<file path="src/verilog/fb_pkg.sv">
// ======================================================================
// framebuffer geometry and fizzlefade constants
// LFSR length must cover FB_PIXELS, taps give a maximal sequence
// ======================================================================

package fb_pkg;

    localparam int FB_WIDTH  = 160;
    localparam int FB_HEIGHT = 120;
    localparam int FB_PIXELS = FB_WIDTH * FB_HEIGHT;  // 19200
    localparam int FB_ADDRW  = $clog2(FB_PIXELS);     // 15
    localparam int FB_DATAW  = 4;                     // palette index bits
    localparam int COLRW     = 12;                    // 4 bits per colour

    // fizzlefade LFSR, x^15 + x^14 + 1
    localparam int LFSR_LEN = 15;
    localparam logic [LFSR_LEN-1:0] LFSR_SEED = 15'd1;
    localparam logic [LFSR_LEN-1:0] LFSR_TAPS = 15'b110_0000_0000_0000;

    localparam logic [FB_DATAW-1:0] FADE_IDX = 4'hF;  // colour painted by the fade

    localparam int FADE_WAIT_DEF = 600;   // frames
    localparam int FADE_RATE_DEF = 3200;  // clocks per step

    localparam int PIPE_LAT = 3;  // coordinate to DVI outputs

endpackage

</file>
<file path="src/verilog/fade_ctrl.sv">
// ======================================================================
// WAIT -> FADE -> DONE sequencer, one framebuffer write per step
// write address is sreg-1 so addresses past the frame are possible
// ======================================================================
`timescale 1ns/1ns

module fade_ctrl import fb_pkg::*; (
    input  logic                clk_pix,
    input  logic                rst_n,
    input  logic                wait_done,
    input  logic                step,
    input  logic [LFSR_LEN-1:0] sreg,
    output logic                fade_run,
    output logic                lfsr_en,
    output logic                fb_we,
    output logic [FB_ADDRW-1:0] fb_addr_write,
    output logic [FB_DATAW-1:0] fb_cidx_write,
    output logic                fade_done
);

    typedef enum logic [1:0] {WAIT, FADE, DONE} state_t;
    state_t state;

    logic [LFSR_LEN-1:0] sreg_next;  // state after this step
    logic                last_step;

    assign sreg_next = {sreg[LFSR_LEN-2:0], ^(sreg & LFSR_TAPS)};
    assign last_step = (sreg_next == LFSR_SEED);  // sequence wraps to seed

    always_ff @(posedge clk_pix or negedge rst_n) begin
        if (!rst_n) begin
            state   <= WAIT;
            lfsr_en <= 1'b0;
            fb_we   <= 1'b0;
        end else begin
            lfsr_en <= 1'b0;
            fb_we   <= 1'b0;
            case (state)
                WAIT: if (wait_done) state <= FADE;
                FADE: begin
                    if (step) begin
                        lfsr_en <= 1'b1;
                        fb_we   <= 1'b1;
                        if (last_step) state <= DONE;
                    end
                end
                default: state <= DONE;  // done is terminal
            endcase
        end
    end

    // write payload, captured with the strobe
    always_ff @(posedge clk_pix) begin
        if (step && state == FADE) begin
            fb_addr_write <= sreg - 1'b1;
            fb_cidx_write <= FADE_IDX;
        end
    end

    assign fade_run  = (state == FADE);
    assign fade_done = (state == DONE);

    // strobes only follow a step taken in FADE
    a_we_in_fade: assert property (@(posedge clk_pix) disable iff (!rst_n)
        (fb_we || lfsr_en) |-> $past(state == FADE && step))
        else $error("write strobe outside fade");

endmodule

</file>
<file path="config.mk">
export PLATFORM = sky130hd
export DESIGN_NAME = fade_ctrl
export DESIGN_NICKNAME = d
export VERILOG_FILES = /design/src/verilog/fb_pkg.sv /design/src/verilog/fade_ctrl.sv
export SDC_FILE = /design/constraint.sdc
export NUM_CORES = 1
export LEC_CHECK = 0
export BUFFER_PORTS_ARGS = -buffer_cell sky130_fd_sc_hd__clkbuf_2
export CAP_MARGIN = 20
export CORE_ASPECT_RATIO = 0.9
export CORE_MARGIN = 2
export CORE_UTILIZATION = 40
export CTS_BUF_LIST = sky130_fd_sc_hd__clkbuf_4
export DETAILED_ROUTE_END_ITERATION = 8
export GPL_ROUTABILITY_DRIVEN = 1
export PLACE_DENSITY = 0.81
export SLEW_MARGIN = 0
export SYNTH_ARGS = -nofsm -noshare
export SYNTH_HDL_FRONTEND = slang
export SYNTH_SLANG_ARGS = --single-unit
</file>
<file path="constraint.sdc">
create_clock -name clk_pix -period 3.7 [get_ports clk_pix]
set_input_delay 0.185 -clock clk_pix [delete_from_list [all_inputs] [get_ports clk_pix]]
set_output_delay 0.185 -clock clk_pix [all_outputs]
set_load 0.1 [all_outputs]
</file>
==> reports/qor.yml, run 1 <==
slowest_delay_ns: 0.61
die_area_sq_um: 2680
ios: 42
cts_root_buf: "clkbuf_4"
drt_iter0_drc: 3
cts_tree: "done"
ir_drop_mv: 0.162
gp_congestion: 0.676
power_leakage_uw: 0.000471
yosysSeqAreaShare_pct: 57.5
area_delta_synth_final_pct: 25.1
htree_num_levels: 1
synth_cells: 70
wl_per_cell_microns: 12.8
setup_viol: 0
yosys-top-cells-count: "edfxtp_1 (15), xnor2_1 (10), nor2_1 (6)"
netlist_area_sq_um: 913
synth_area_leader_cell: "edfxtp_1"
hp-class: "primary input to flop"
post_cts_resized: 0
cp_max_fo: 16
crit_path_start_kind: "flop"
cts.sinks: 18
cts_buffer_depth: 2
diodes: 0
insertion_delay_ns: 0.29
rsz0062_at_grt: "no"
timing.hold.ws_ns: 0.196
drt_wl_total_microns: 1750
max_slew_margin_pct: 52.3
nets: 131
drtPass1Iterations: 6
die_x_microns: 54.4
ant_nets: 0
slowest_stage: "and2_1"
synth_seq_cells: 18
finalHoldViolCount: 0
grt_usage_pct: 15.2
period_share_pct: 41.4
hpwl_microns: 1390
ys.flop_type: "edfxtp_1"
required_ns: 3.63
cp-end-kind: "flop"
grt_pass1_wl_microns: 2800
tightest_slew_ns: 0.716
clk_pin_slew_ns: 0.10
finClkSkew_ns: 0.00135
status: "finished, final reports clean"
cts_setup_buffers: 0
fp.coreArea_sq_um: 2160
crit_type: "flop to flop"
avgSynthCellArea_sq_um: 13.0
via_count: 664
fin_tns_setup_ns: 0
worst_ep_arrival_time_ns: 1.46
yosys-top-cells-area: "edfxtp_1 (49%), xnor2_1 (9.6%), dfrtp_1 (8.2%)"
synth.most_common_cell: "edfxtp_1"
maxSlewViolCount: 0
netlist.area_leader.share_pct: 49.3
cts_buffers: 3
fp.dieH_microns: 49.3
drive_gt1_share_pct: 40.9
period_needed_ns: 1.53
grt_antenna_before_repair: 0
grt_max_degree: 17
fillers: 200
drc: 0
port_buffers: 37
rows: 16
max_freq_mhz: 653
crit_chain: "nor2b_1, and2_1"
initial_core_util_pct: 42.2
p_per_area_nw_per_um2: 326
vias_per_cell: 4.85
synth_cell_type_count: 24
ys_async_sr_fraction_pct: 16.7
synth_edf_count: 15
grt_pass1_vias: 639
cap_violations: 0
yosysWarnings: 0
grt_overflow: 0
==> through the flow <==
stage | power [uW] | utilization, % | std cells | worst slack [ns] | instance area, sq um
after CTS | 376 | 52.8 | 137 | 2.16 | 1140
after global routing | 394 | 52.8 | 137 | 2.05 | 1140
final | 373 | 52.8 | 137 | 2.17 | 1140
after detailed placement | 278 | 51.2 | 132 | 2.15 | 1110
after global placement | 276 | 51.2 | 132 | 2.19 | 1110
after floorplan | 260 | - | 73 | 0.977 | 925
==> worst max-delay path: cells and delay by family (launching register included) <==
| family | cells | cell delay (ns) |
|---|---|---|
| DFF | 1 | 0.40 |
| and+or+nand+nor | 2 | 0.77 |
==> sequential cells by signal, indices dropped and copies added (netlist names) <==
signal,flops
fb_we,1
state,2
fb_addr_write,15
==> repair_timing <==
| item | CTS | global route |
|---|---|---|
| endpoints found under the hold margin | 3 | 0 |
| endpoints found under the setup margin | 0 | 0 |
| hold buffers | 1 | 0 |
==> worst paths after layout <==
kind / start / end / slack, ns / cells past startpoint
setup reg to reg: state[0]$_DFFE_PN0P_ / fb_addr_write[9]$_DFFE_PP_ / 2.17 / 2
min in group asynchronous: rst_n / fb_we$_DFF_PN0_ / 0.22 / 2
setup / recovery: state[0]$_DFFE_PN0P_ / fb_addr_write[9]$_DFFE_PP_ / 2.17 / 2
hold / removal: sreg[0] / fb_addr_write[0]$_DFFE_PP_ / 0.20 / 2
max in group asynchronous: rst_n / state[1]$_DFFE_PN0P_ / 3.38 / 2
hold reg to reg: state[1]$_DFFE_PN0P_ / state[1]$_DFFE_PN0P_ / 0.52 / 2
==> final cells by class <==
type                    count  area (sq um)  area share (%)
flip-flops and latches     18           526            46.0
multi-input cells          46           347            30.3
repair buffers             38           195            17.1
well taps                  27          33.8            2.96
clock buffers               3          22.5            1.97
inverters                   4          15.0            1.31
clock inverters             1          3.75           0.329
==> routing by layer <==
layer / routed length, microns / up-vias / track usage (%)
li1: - / 319 / -
met1: 669 / 312 / 17.1
met2: 913 / 28 / 25.5
met3: 117 / 5 / 3.07
met4: 49 / 0 / 8.75
met5: 0 / - / 0
==> cell usage in the layout, fill, tap and decap left out, drive strengths merged, types with 2 or more instances in the layout <==
cell type  instances
nand4b             2
conb               4
xnor2             10
clkbuf            40
edfxtp            15
nand2              3
nor4               2
xor2               3
inv                4
dfrtp              3
nor2               6
nor3               3
nand4              2
nand3              3
==> power breakdown <==
| group | internal [uW] | leakage [uW] | total, uW | switching (uW) |
|---|---|---|---|---|
| clock network | 39.2 | 0.0000154 | 98.5 | 59.3 |
| logic | 16.7 | 0.000284 | 54.4 | 37.8 |
| registers | 220 | 0.000171 | 220 | 0 |
| total | 276 | 0.000471 | 373 | 97.0 |
==> logic make-up (layout without fill, tap and decap cells) <==
group	after synthesis	after routing	synth area share (%)
other	1	4	0.411
adders and majority gates	1	1	1.37
and+or+nand+nor	26	26	20.7
AOI/OAI and AO/OA	2	2	1.78
buffers and inverters	9	46	5.75
xor gates and xnor gates	13	13	12.5
DFF	18	18	57.5
No activity file was read; power rests on OpenSTA's default activity.
==> run 2: changes to the inputs <==
--- a/config.mk
+++ b/config.mk
@@ -5,6 +5,7 @@
 export SDC_FILE = /design/constraint.sdc
 export NUM_CORES = 1
 export LEC_CHECK = 0
+export ABC_AREA = 1
 export BUFFER_PORTS_ARGS = -buffer_cell sky130_fd_sc_hd__clkbuf_2
 export CAP_MARGIN = 20
 export CORE_ASPECT_RATIO = 0.9
@@ -13,7 +14,7 @@
 export CTS_BUF_LIST = sky130_fd_sc_hd__clkbuf_4
 export DETAILED_ROUTE_END_ITERATION = 8
 export GPL_ROUTABILITY_DRIVEN = 1
-export PLACE_DENSITY = 0.81
+export PLACE_DENSITY = 0.79
 export SLEW_MARGIN = 0
 export SYNTH_ARGS = -nofsm -noshare
 export SYNTH_HDL_FRONTEND = slang
==> constraint.sdc (replaced) <==
create_clock -name clk_pix -period 1.43 [get_ports clk_pix]
set_input_delay 0.0715 -clock clk_pix [delete_from_list [all_inputs] [get_ports clk_pix]]
set_output_delay 0.0715 -clock clk_pix [all_outputs]
set_load 0.1 [all_outputs]
==> run 2 against run 1 <==
Effect of this change:
- cell count rose by 43%
- wire length rose by 15%
- sequential cell count did not move
- global-route usage fell by 0.97 points
- worst setup slack got worse by 2.0 ns
- largest cell class unchanged
- non-clock buffer count rose by 1
==> reports/qor.yml, run 2 <==
cts_tree: "done"
area_delta_synth_final_pct: 27.0
hp-class: "primary input to flop"
post_cts_resized: 0
status: "finished, final reports clean"
netlist_area_sq_um: 1030
die_x_microns: 57.5
required_ns: 1.36
yosysWarnings: 0
fin_tns_setup_ns: 0
cts_setup_buffers: 0
finClkSkew_ns: 0.00793
placed_area_sq_um: 1270
path_buf_inv: 2
cp-end-kind: "output pin"
final_common_cell: "nand2_1"
drive_gt1_share_pct: 28.6
fillers: 213
synth_cell_type_count: 17
maxSlewViolCount: 0
crit_type: "flop to output pin"
wl_per_cell_microns: 10.3
p_per_area_nw_per_um2: 754
rsz0062_at_grt: "no"
synth_area_leader_cell: "edfxtp_1"
grt_overflow: 0
cp_max_fo: 3
cap_violations: 0
period_needed_ns: 1.25
via_count: 922
grt_usage_pct: 14.2
yosys-top-cells-area: "edfxtp_1 (44%), nand2_1 (13%), inv_1 (8.0%)"
fin_ws_ns: 0.183
path_delay_family: "flip-flops"
finalHoldViolCount: 0
top_regs: "fb_addr_write: 15 flops, state: 2 flops, fb_we: 1 flops"
seqCellArea_sq_um: 526
max_freq_mhz: 802
final_cell_mix: "nand2_1 (36), clkbuf_2 (35), inv_1 (22), nor2_1 (18), edfxtp_1 (15)"
drc: 0
ir_drop_mv: 0.553
largest_reg_flops: 15
clkPwrFrac_pct: 26.7
fp.coreArea_sq_um: 2450
initial_core_util_pct: 42.1
synth_seq_cells: 18
period_share_pct: 87.2
ios: 42
p_switching_uw: 273
port_buffers: 37
hpwl_microns: 1700
cts_buffer_depth: 2
seqPwrFrac_pct: 57.7
nets: 189
max_slew_margin_pct: 64.0
yosysSeqAreaShare_pct: 51.0
netlist.area_leader.share_pct: 43.7
ys.flop_type: "edfxtp_1"
cts_buffers: 3
grt_max_degree: 17
drtPass1Iterations: 4
final_util_pct: 53.5
grt_pass1_vias: 785
slowest_stage: "dfrtp_1"
gp_congestion: 0.925
largest-register: "fb_addr_write"
synth_cells: 127
crit_path_start_kind: "flop"
worst_ep_arrival_time_ns: 1.18
diodes: 0
combPwrFrac_pct: 15.6
die_area_sq_um: 3000
ys_async_sr_fraction_pct: 16.7
yosys-top-cells-count: "nand2_1 (36), inv_1 (22), nor2_1 (20)"
synth_edf_count: 15
power_leakage_uw: 0.000656
cts.sinks: 18
drt_wl_total_microns: 2020
rows: 17
internal_power_uw: 713
setup_viol: 0
vias_per_cell: 4.70
final-instance-count-excl-fill: 196
place_inst: 191
switching_share_pct: 27.7
fin_area_sq_um: 1310
crit_chain: "inv_1, nor2_2, buf_4"
ant_nets: 0
htree_num_levels: 1
slowest_delay_ns: 0.41
drt_iter0_drc: 25
fp.dieH_microns: 52.1
grt_antenna_before_repair: 0
multiInputGateArea_sq_um: 405
grt_pass1_wl_microns: 3210
pre_cts_ws_ns: 0.252
insertion_delay_ns: 0.30
tightest_slew_ns: 0.542
avgSynthCellArea_sq_um: 8.11
synth.most_common_cell: "nand2_1"
cts_root_buf: "clkbuf_4"
clk_pin_slew_ns: 0.11
==> run 2: cell types whose count changed in the layout (fill, tap and decap cells not counted), moves of 2 or more <==
cell,previous run,this run
inv_1,4,22
nand2_1,2,36
nor2_1,6,18
nor4_4,2,0
nand3_1,3,7
nand4b_1,2,0
clkbuf_2,37,35
o21ai_0,0,3
xor2_1,3,5
xnor2_1,10,0
nor2_2,0,4
buf_12,0,2
==> run 2: final timing paths <==
kind,start,endpoint,slack [ns],cells past startpoint
hold / removal,wait_done,state[0]$_DFFE_PN0P_,0.01,3
setup reg to reg,state[0]$_DFFE_PN0P_,fb_addr_write[1]$_DFFE_PP_,0.23,3
setup / recovery,state[1]$_DFFE_PN0P_,fade_done,0.18,3
max in group asynchronous,rst_n,fb_we$_DFF_PN0_,1.23,2
hold reg to reg,state[1]$_DFFE_PN0P_,state[1]$_DFFE_PN0P_,0.60,2
min in group asynchronous,rst_n,state[0]$_DFFE_PN0P_,0.08,2
==> run 2: cells by family (layout without fill, tap and decap cells) <==
| group | Yosys count | count (layout) | synth area share (%) |
|---|---|---|---|
| and+or+nand+nor | 72 | 72 | 30.0 |
| buffers and inverters | 27 | 65 | 11.7 |
| DFF | 18 | 18 | 51.0 |
| xor gates and xnor gates | 5 | 5 | 4.25 |
| AOI/OAI and AO/OA | 3 | 3 | 1.46 |
| adders and majority gates | 1 | 1 | 1.21 |
| other | 1 | 4 | 0.364 |
==> run 2: area by class of cell <==
cell class | count | share of cell area [%]
Clock buffer | 3 | 1.72
Clock inverter | 1 | 0.287
Inverter | 22 | 6.32
Multi-Input combinational cell | 85 | 31.0
Sequential cell | 18 | 40.2
Tap cell | 28 | 2.68
Timing Repair Buffer | 39 | 17.8
==> run 2: worst register-to-register path, stage by stage, from the launching register on <==
cell,delay (ns)
dfrtp_1,0.39
inv_1,0.10
nor3_2,0.24
buf_12,0.19
==> run 2: timing repair <==
item / 4_1_cts / 5_1_grt
endpoints found under the hold margin: 3 / 0
hold buffers: 1 / 0
endpoints found under the setup margin: 0 / 0
==> run 2: per-stage QoR <==
stage          hold slack [ns]  power (uW)
3_5_place_dp            -0.125         732
2_1_floorplan           -0.224         690
6_report                0.0131         986
4_1_cts                 0.0159         984
5_1_grt                 0.0298        1020
3_3_place_gp            -0.126         729
==> run 2: power by group through the flow <==
stage | Clock, uW | Sequential [uW] | Combinational, uW
final | 263 | 569 | 154
after global routing | 283 | 569 | 170
after CTS | 261 | 569 | 153
after detailed placement | 0 | 581 | 151
after global placement | 0 | 581 | 148
after floorplan | 0 | 581 | 109
==> run 2: per-layer routing <==
metal	up-vias	GRT usage, %	wire length [microns]
met5	-	0	0
met4	0	7.75	31
met3	4	1.99	98
met2	28	24.8	1020
met1	423	16.8	865
li1	467	-	-
==> run 3: changes to the inputs <==
--- a/config.mk
+++ b/config.mk
@@ -6,6 +6,7 @@
 export NUM_CORES = 1
 export LEC_CHECK = 0
 export ABC_AREA = 1
+export ABC_CLOCK_PERIOD_IN_PS = 1430
 export BUFFER_PORTS_ARGS = -buffer_cell sky130_fd_sc_hd__clkbuf_2
 export CAP_MARGIN = 20
 export CORE_ASPECT_RATIO = 0.9
@@ -14,6 +15,7 @@
 export CTS_BUF_LIST = sky130_fd_sc_hd__clkbuf_4
 export DETAILED_ROUTE_END_ITERATION = 8
 export GPL_ROUTABILITY_DRIVEN = 1
+export HOLD_SLACK_MARGIN = 0.1
 export PLACE_DENSITY = 0.79
 export SLEW_MARGIN = 0
 export SYNTH_ARGS = -nofsm -noshare
==> run 3 against run 2 <==
Effect of this change:
- worst hold slack better by 0.097 ns
- clock skew down 0.0038 ns
- cell count up 4.1%
- fmax down 8.2%
- critical path type is now primary input to flop
- largest cell class unchanged
==> reports/qor.yml, run 3 (same netlist as run 2, synthesis figures left out) <==
r2r_setup_slack_ns: 0.24
crit_type: "primary input to flop"
drtPass1Iterations: 4
initial_core_util_pct: 42.1
status: "finished, final reports clean"
grt_pass1_wl_microns: 3440
finalHoldViolCount: 0
period_needed_ns: 1.36
multiInputGateArea_sq_um: 413
largest_reg_flops: 15
drive_gt1_share_pct: 27.8
p_per_area_nw_per_um2: 717
rows: 17
hp-class: "primary input to flop"
final_cell_mix: "nand2_1 (36), clkbuf_2 (35), inv_1 (22), nor2_1 (17), edfxtp_1 (15)"
htree_num_levels: 1
wl_per_cell_microns: 10.3
vias_per_cell: 4.68
drt_wl_total_microns: 2100
cts_root_buf: "clkbuf_4"
grt_overflow: 0
die_x_microns: 57.5
setup_viol: 0
path_delay_family: "buffers and inverters"
ir_drop_mv: 0.548
cp_max_fo: 4
fp.coreArea_sq_um: 2450
p_total_uw: 1000
crit_chain: "dlygate4sd3_1, clkbuf_2, inv_1, ha_1, nand2_1, nor2_2, nand2_1, xor2_1"
gp_congestion: 0.925
final_common_cell: "nand2_1"
nets: 197
max_slew_margin_pct: 63.5
r2r-start: "state[0]$_DFFE_PN0P_"
cts_setup_buffers: 0
port_buffers: 37
largest-register: "fb_addr_write"
seqCellArea_sq_um: 526
crit_end: "fb_addr_write[8]$_DFFE_PP_"
grt_usage_pct: 15.3
required_ns: 1.49
cts_tree: "done"
tightest_slew_ns: 0.550
drc: 0
area_delta_synth_final_pct: 35.5
top_regs: "fb_addr_write: 15 flops, state: 2 flops, fb_we: 1 flops"
fp.dieH_microns: 52.1
grt_antenna_before_repair: 0
cts_buffer_depth: 2
insertion_delay_ns: 0.29
slowest_stage: "dlygate4sd3_1"
cp-end-kind: "flop"
die_area_sq_um: 3000
worstSetupStartpoint: "sreg[0]"
period_share_pct: 95.0
grt_pass1_vias: 824
cts.sinks: 18
max_freq_mhz: 736
finClkSkew_ns: 0.00408
cts_buffers: 3
fin_ws_ns: 0.0716
r2r.worst_path.cells: 3
rsz0062_at_grt: "yes"
ant_nets: 0
hpwl_microns: 1700
drt_iter0_drc: 29
slowest_delay_ns: 0.53
power_leakage_uw: 0.000689
pre_cts_ws_ns: 0.252
cpMostUsedCell: "nand2_1"
crit_path_start_kind: "primary input"
worst_ep_arrival_time_ns: 1.42
ios: 42
fillers: 200
cap_violations: 0
path_depth: 8
path_buf_inv: 3
grt_max_degree: 17
diodes: 0
clk_pin_slew_ns: 0.10
via_count: 955
r2r_end: "fb_addr_write[0]$_DFFE_PP_"
maxSlewViolCount: 0
## run 3: changes by cell type in the layout (fill, tap and decap cells not counted)
cell | before | now
dlygate4sd3_1 | 1 | 9
nor2_1 | 18 | 17
nor2_4 | 1 | 2
## run 3: layout make-up
class                   instances  share of cell area, %
flip-flops and latches         18                   37.7
multi-input cells              85                   29.6
repair buffers                 47                   22.4
inverters                      22                   5.92
well taps                      28                   2.51
clock buffers                   3                   1.61
clock inverters                 1                  0.269
## run 3: how the worst min path moves through the flow
stage                  from                          to  slack [ns]  cells past startpoint
floorplan             rst_n             fb_we$_DFF_PN0_       -0.22                      0
global placement      rst_n             fb_we$_DFF_PN0_       -0.13                      1
detailed placement    rst_n             fb_we$_DFF_PN0_       -0.13                      1
CTS                 sreg[7]  fb_addr_write[7]$_DFFE_PP_        0.11                      2
global route        sreg[7]  fb_addr_write[7]$_DFFE_PP_        0.11                      2
finish              sreg[7]  fb_addr_write[7]$_DFFE_PP_        0.11                      2
## run 3: worst register-to-register path: cells and delay by family, from the launching register on
| kind | cells | cell delay (ns) |
|---|---|---|
| and+or+nand+nor | 1 | 0.24 |
| DFF | 1 | 0.39 |
| buffers and inverters | 2 | 0.27 |
## run 3: stage by stage
stage / cell area (sq um) / hold slack, ns / setup TNS (ns) / utilization [%] / std cells
final: 1400 / 0.110 / 0 / 57.0 / 204
after global routing: 1400 / 0.109 / -0.0116 / 57.0 / 204
after CTS: 1390 / 0.110 / 0 / 56.7 / 204
after detailed placement: 1270 / -0.125 / 0 / 52.0 / 191
after global placement: 1270 / -0.126 / 0 / 52.0 / 191
after floorplan: 1050 / -0.224 / -1.31 / - / 130
## run 3: report_power, final
group | internal [uW] | switching, uW | total, uW
logic | 56.4 | 117 | 173
clock network | 102 | 156 | 258
registers | 569 | 0 | 569
## run 3: what timing repair did
item | CTS | global route
resized for setup | 0 | 2
endpoints found under the hold margin | 10 | 0
setup endpoints to repair | 0 | 4
hold buffers | 9 | 0
## run 3: metal layers
layer,wire length [microns],part of all wire (%),GRT usage (%)
met4,55,2.6,7.75
met5,0,0,0
met2,1070,51,26.9
met3,134,6.4,1.74
met1,839,40,18.4
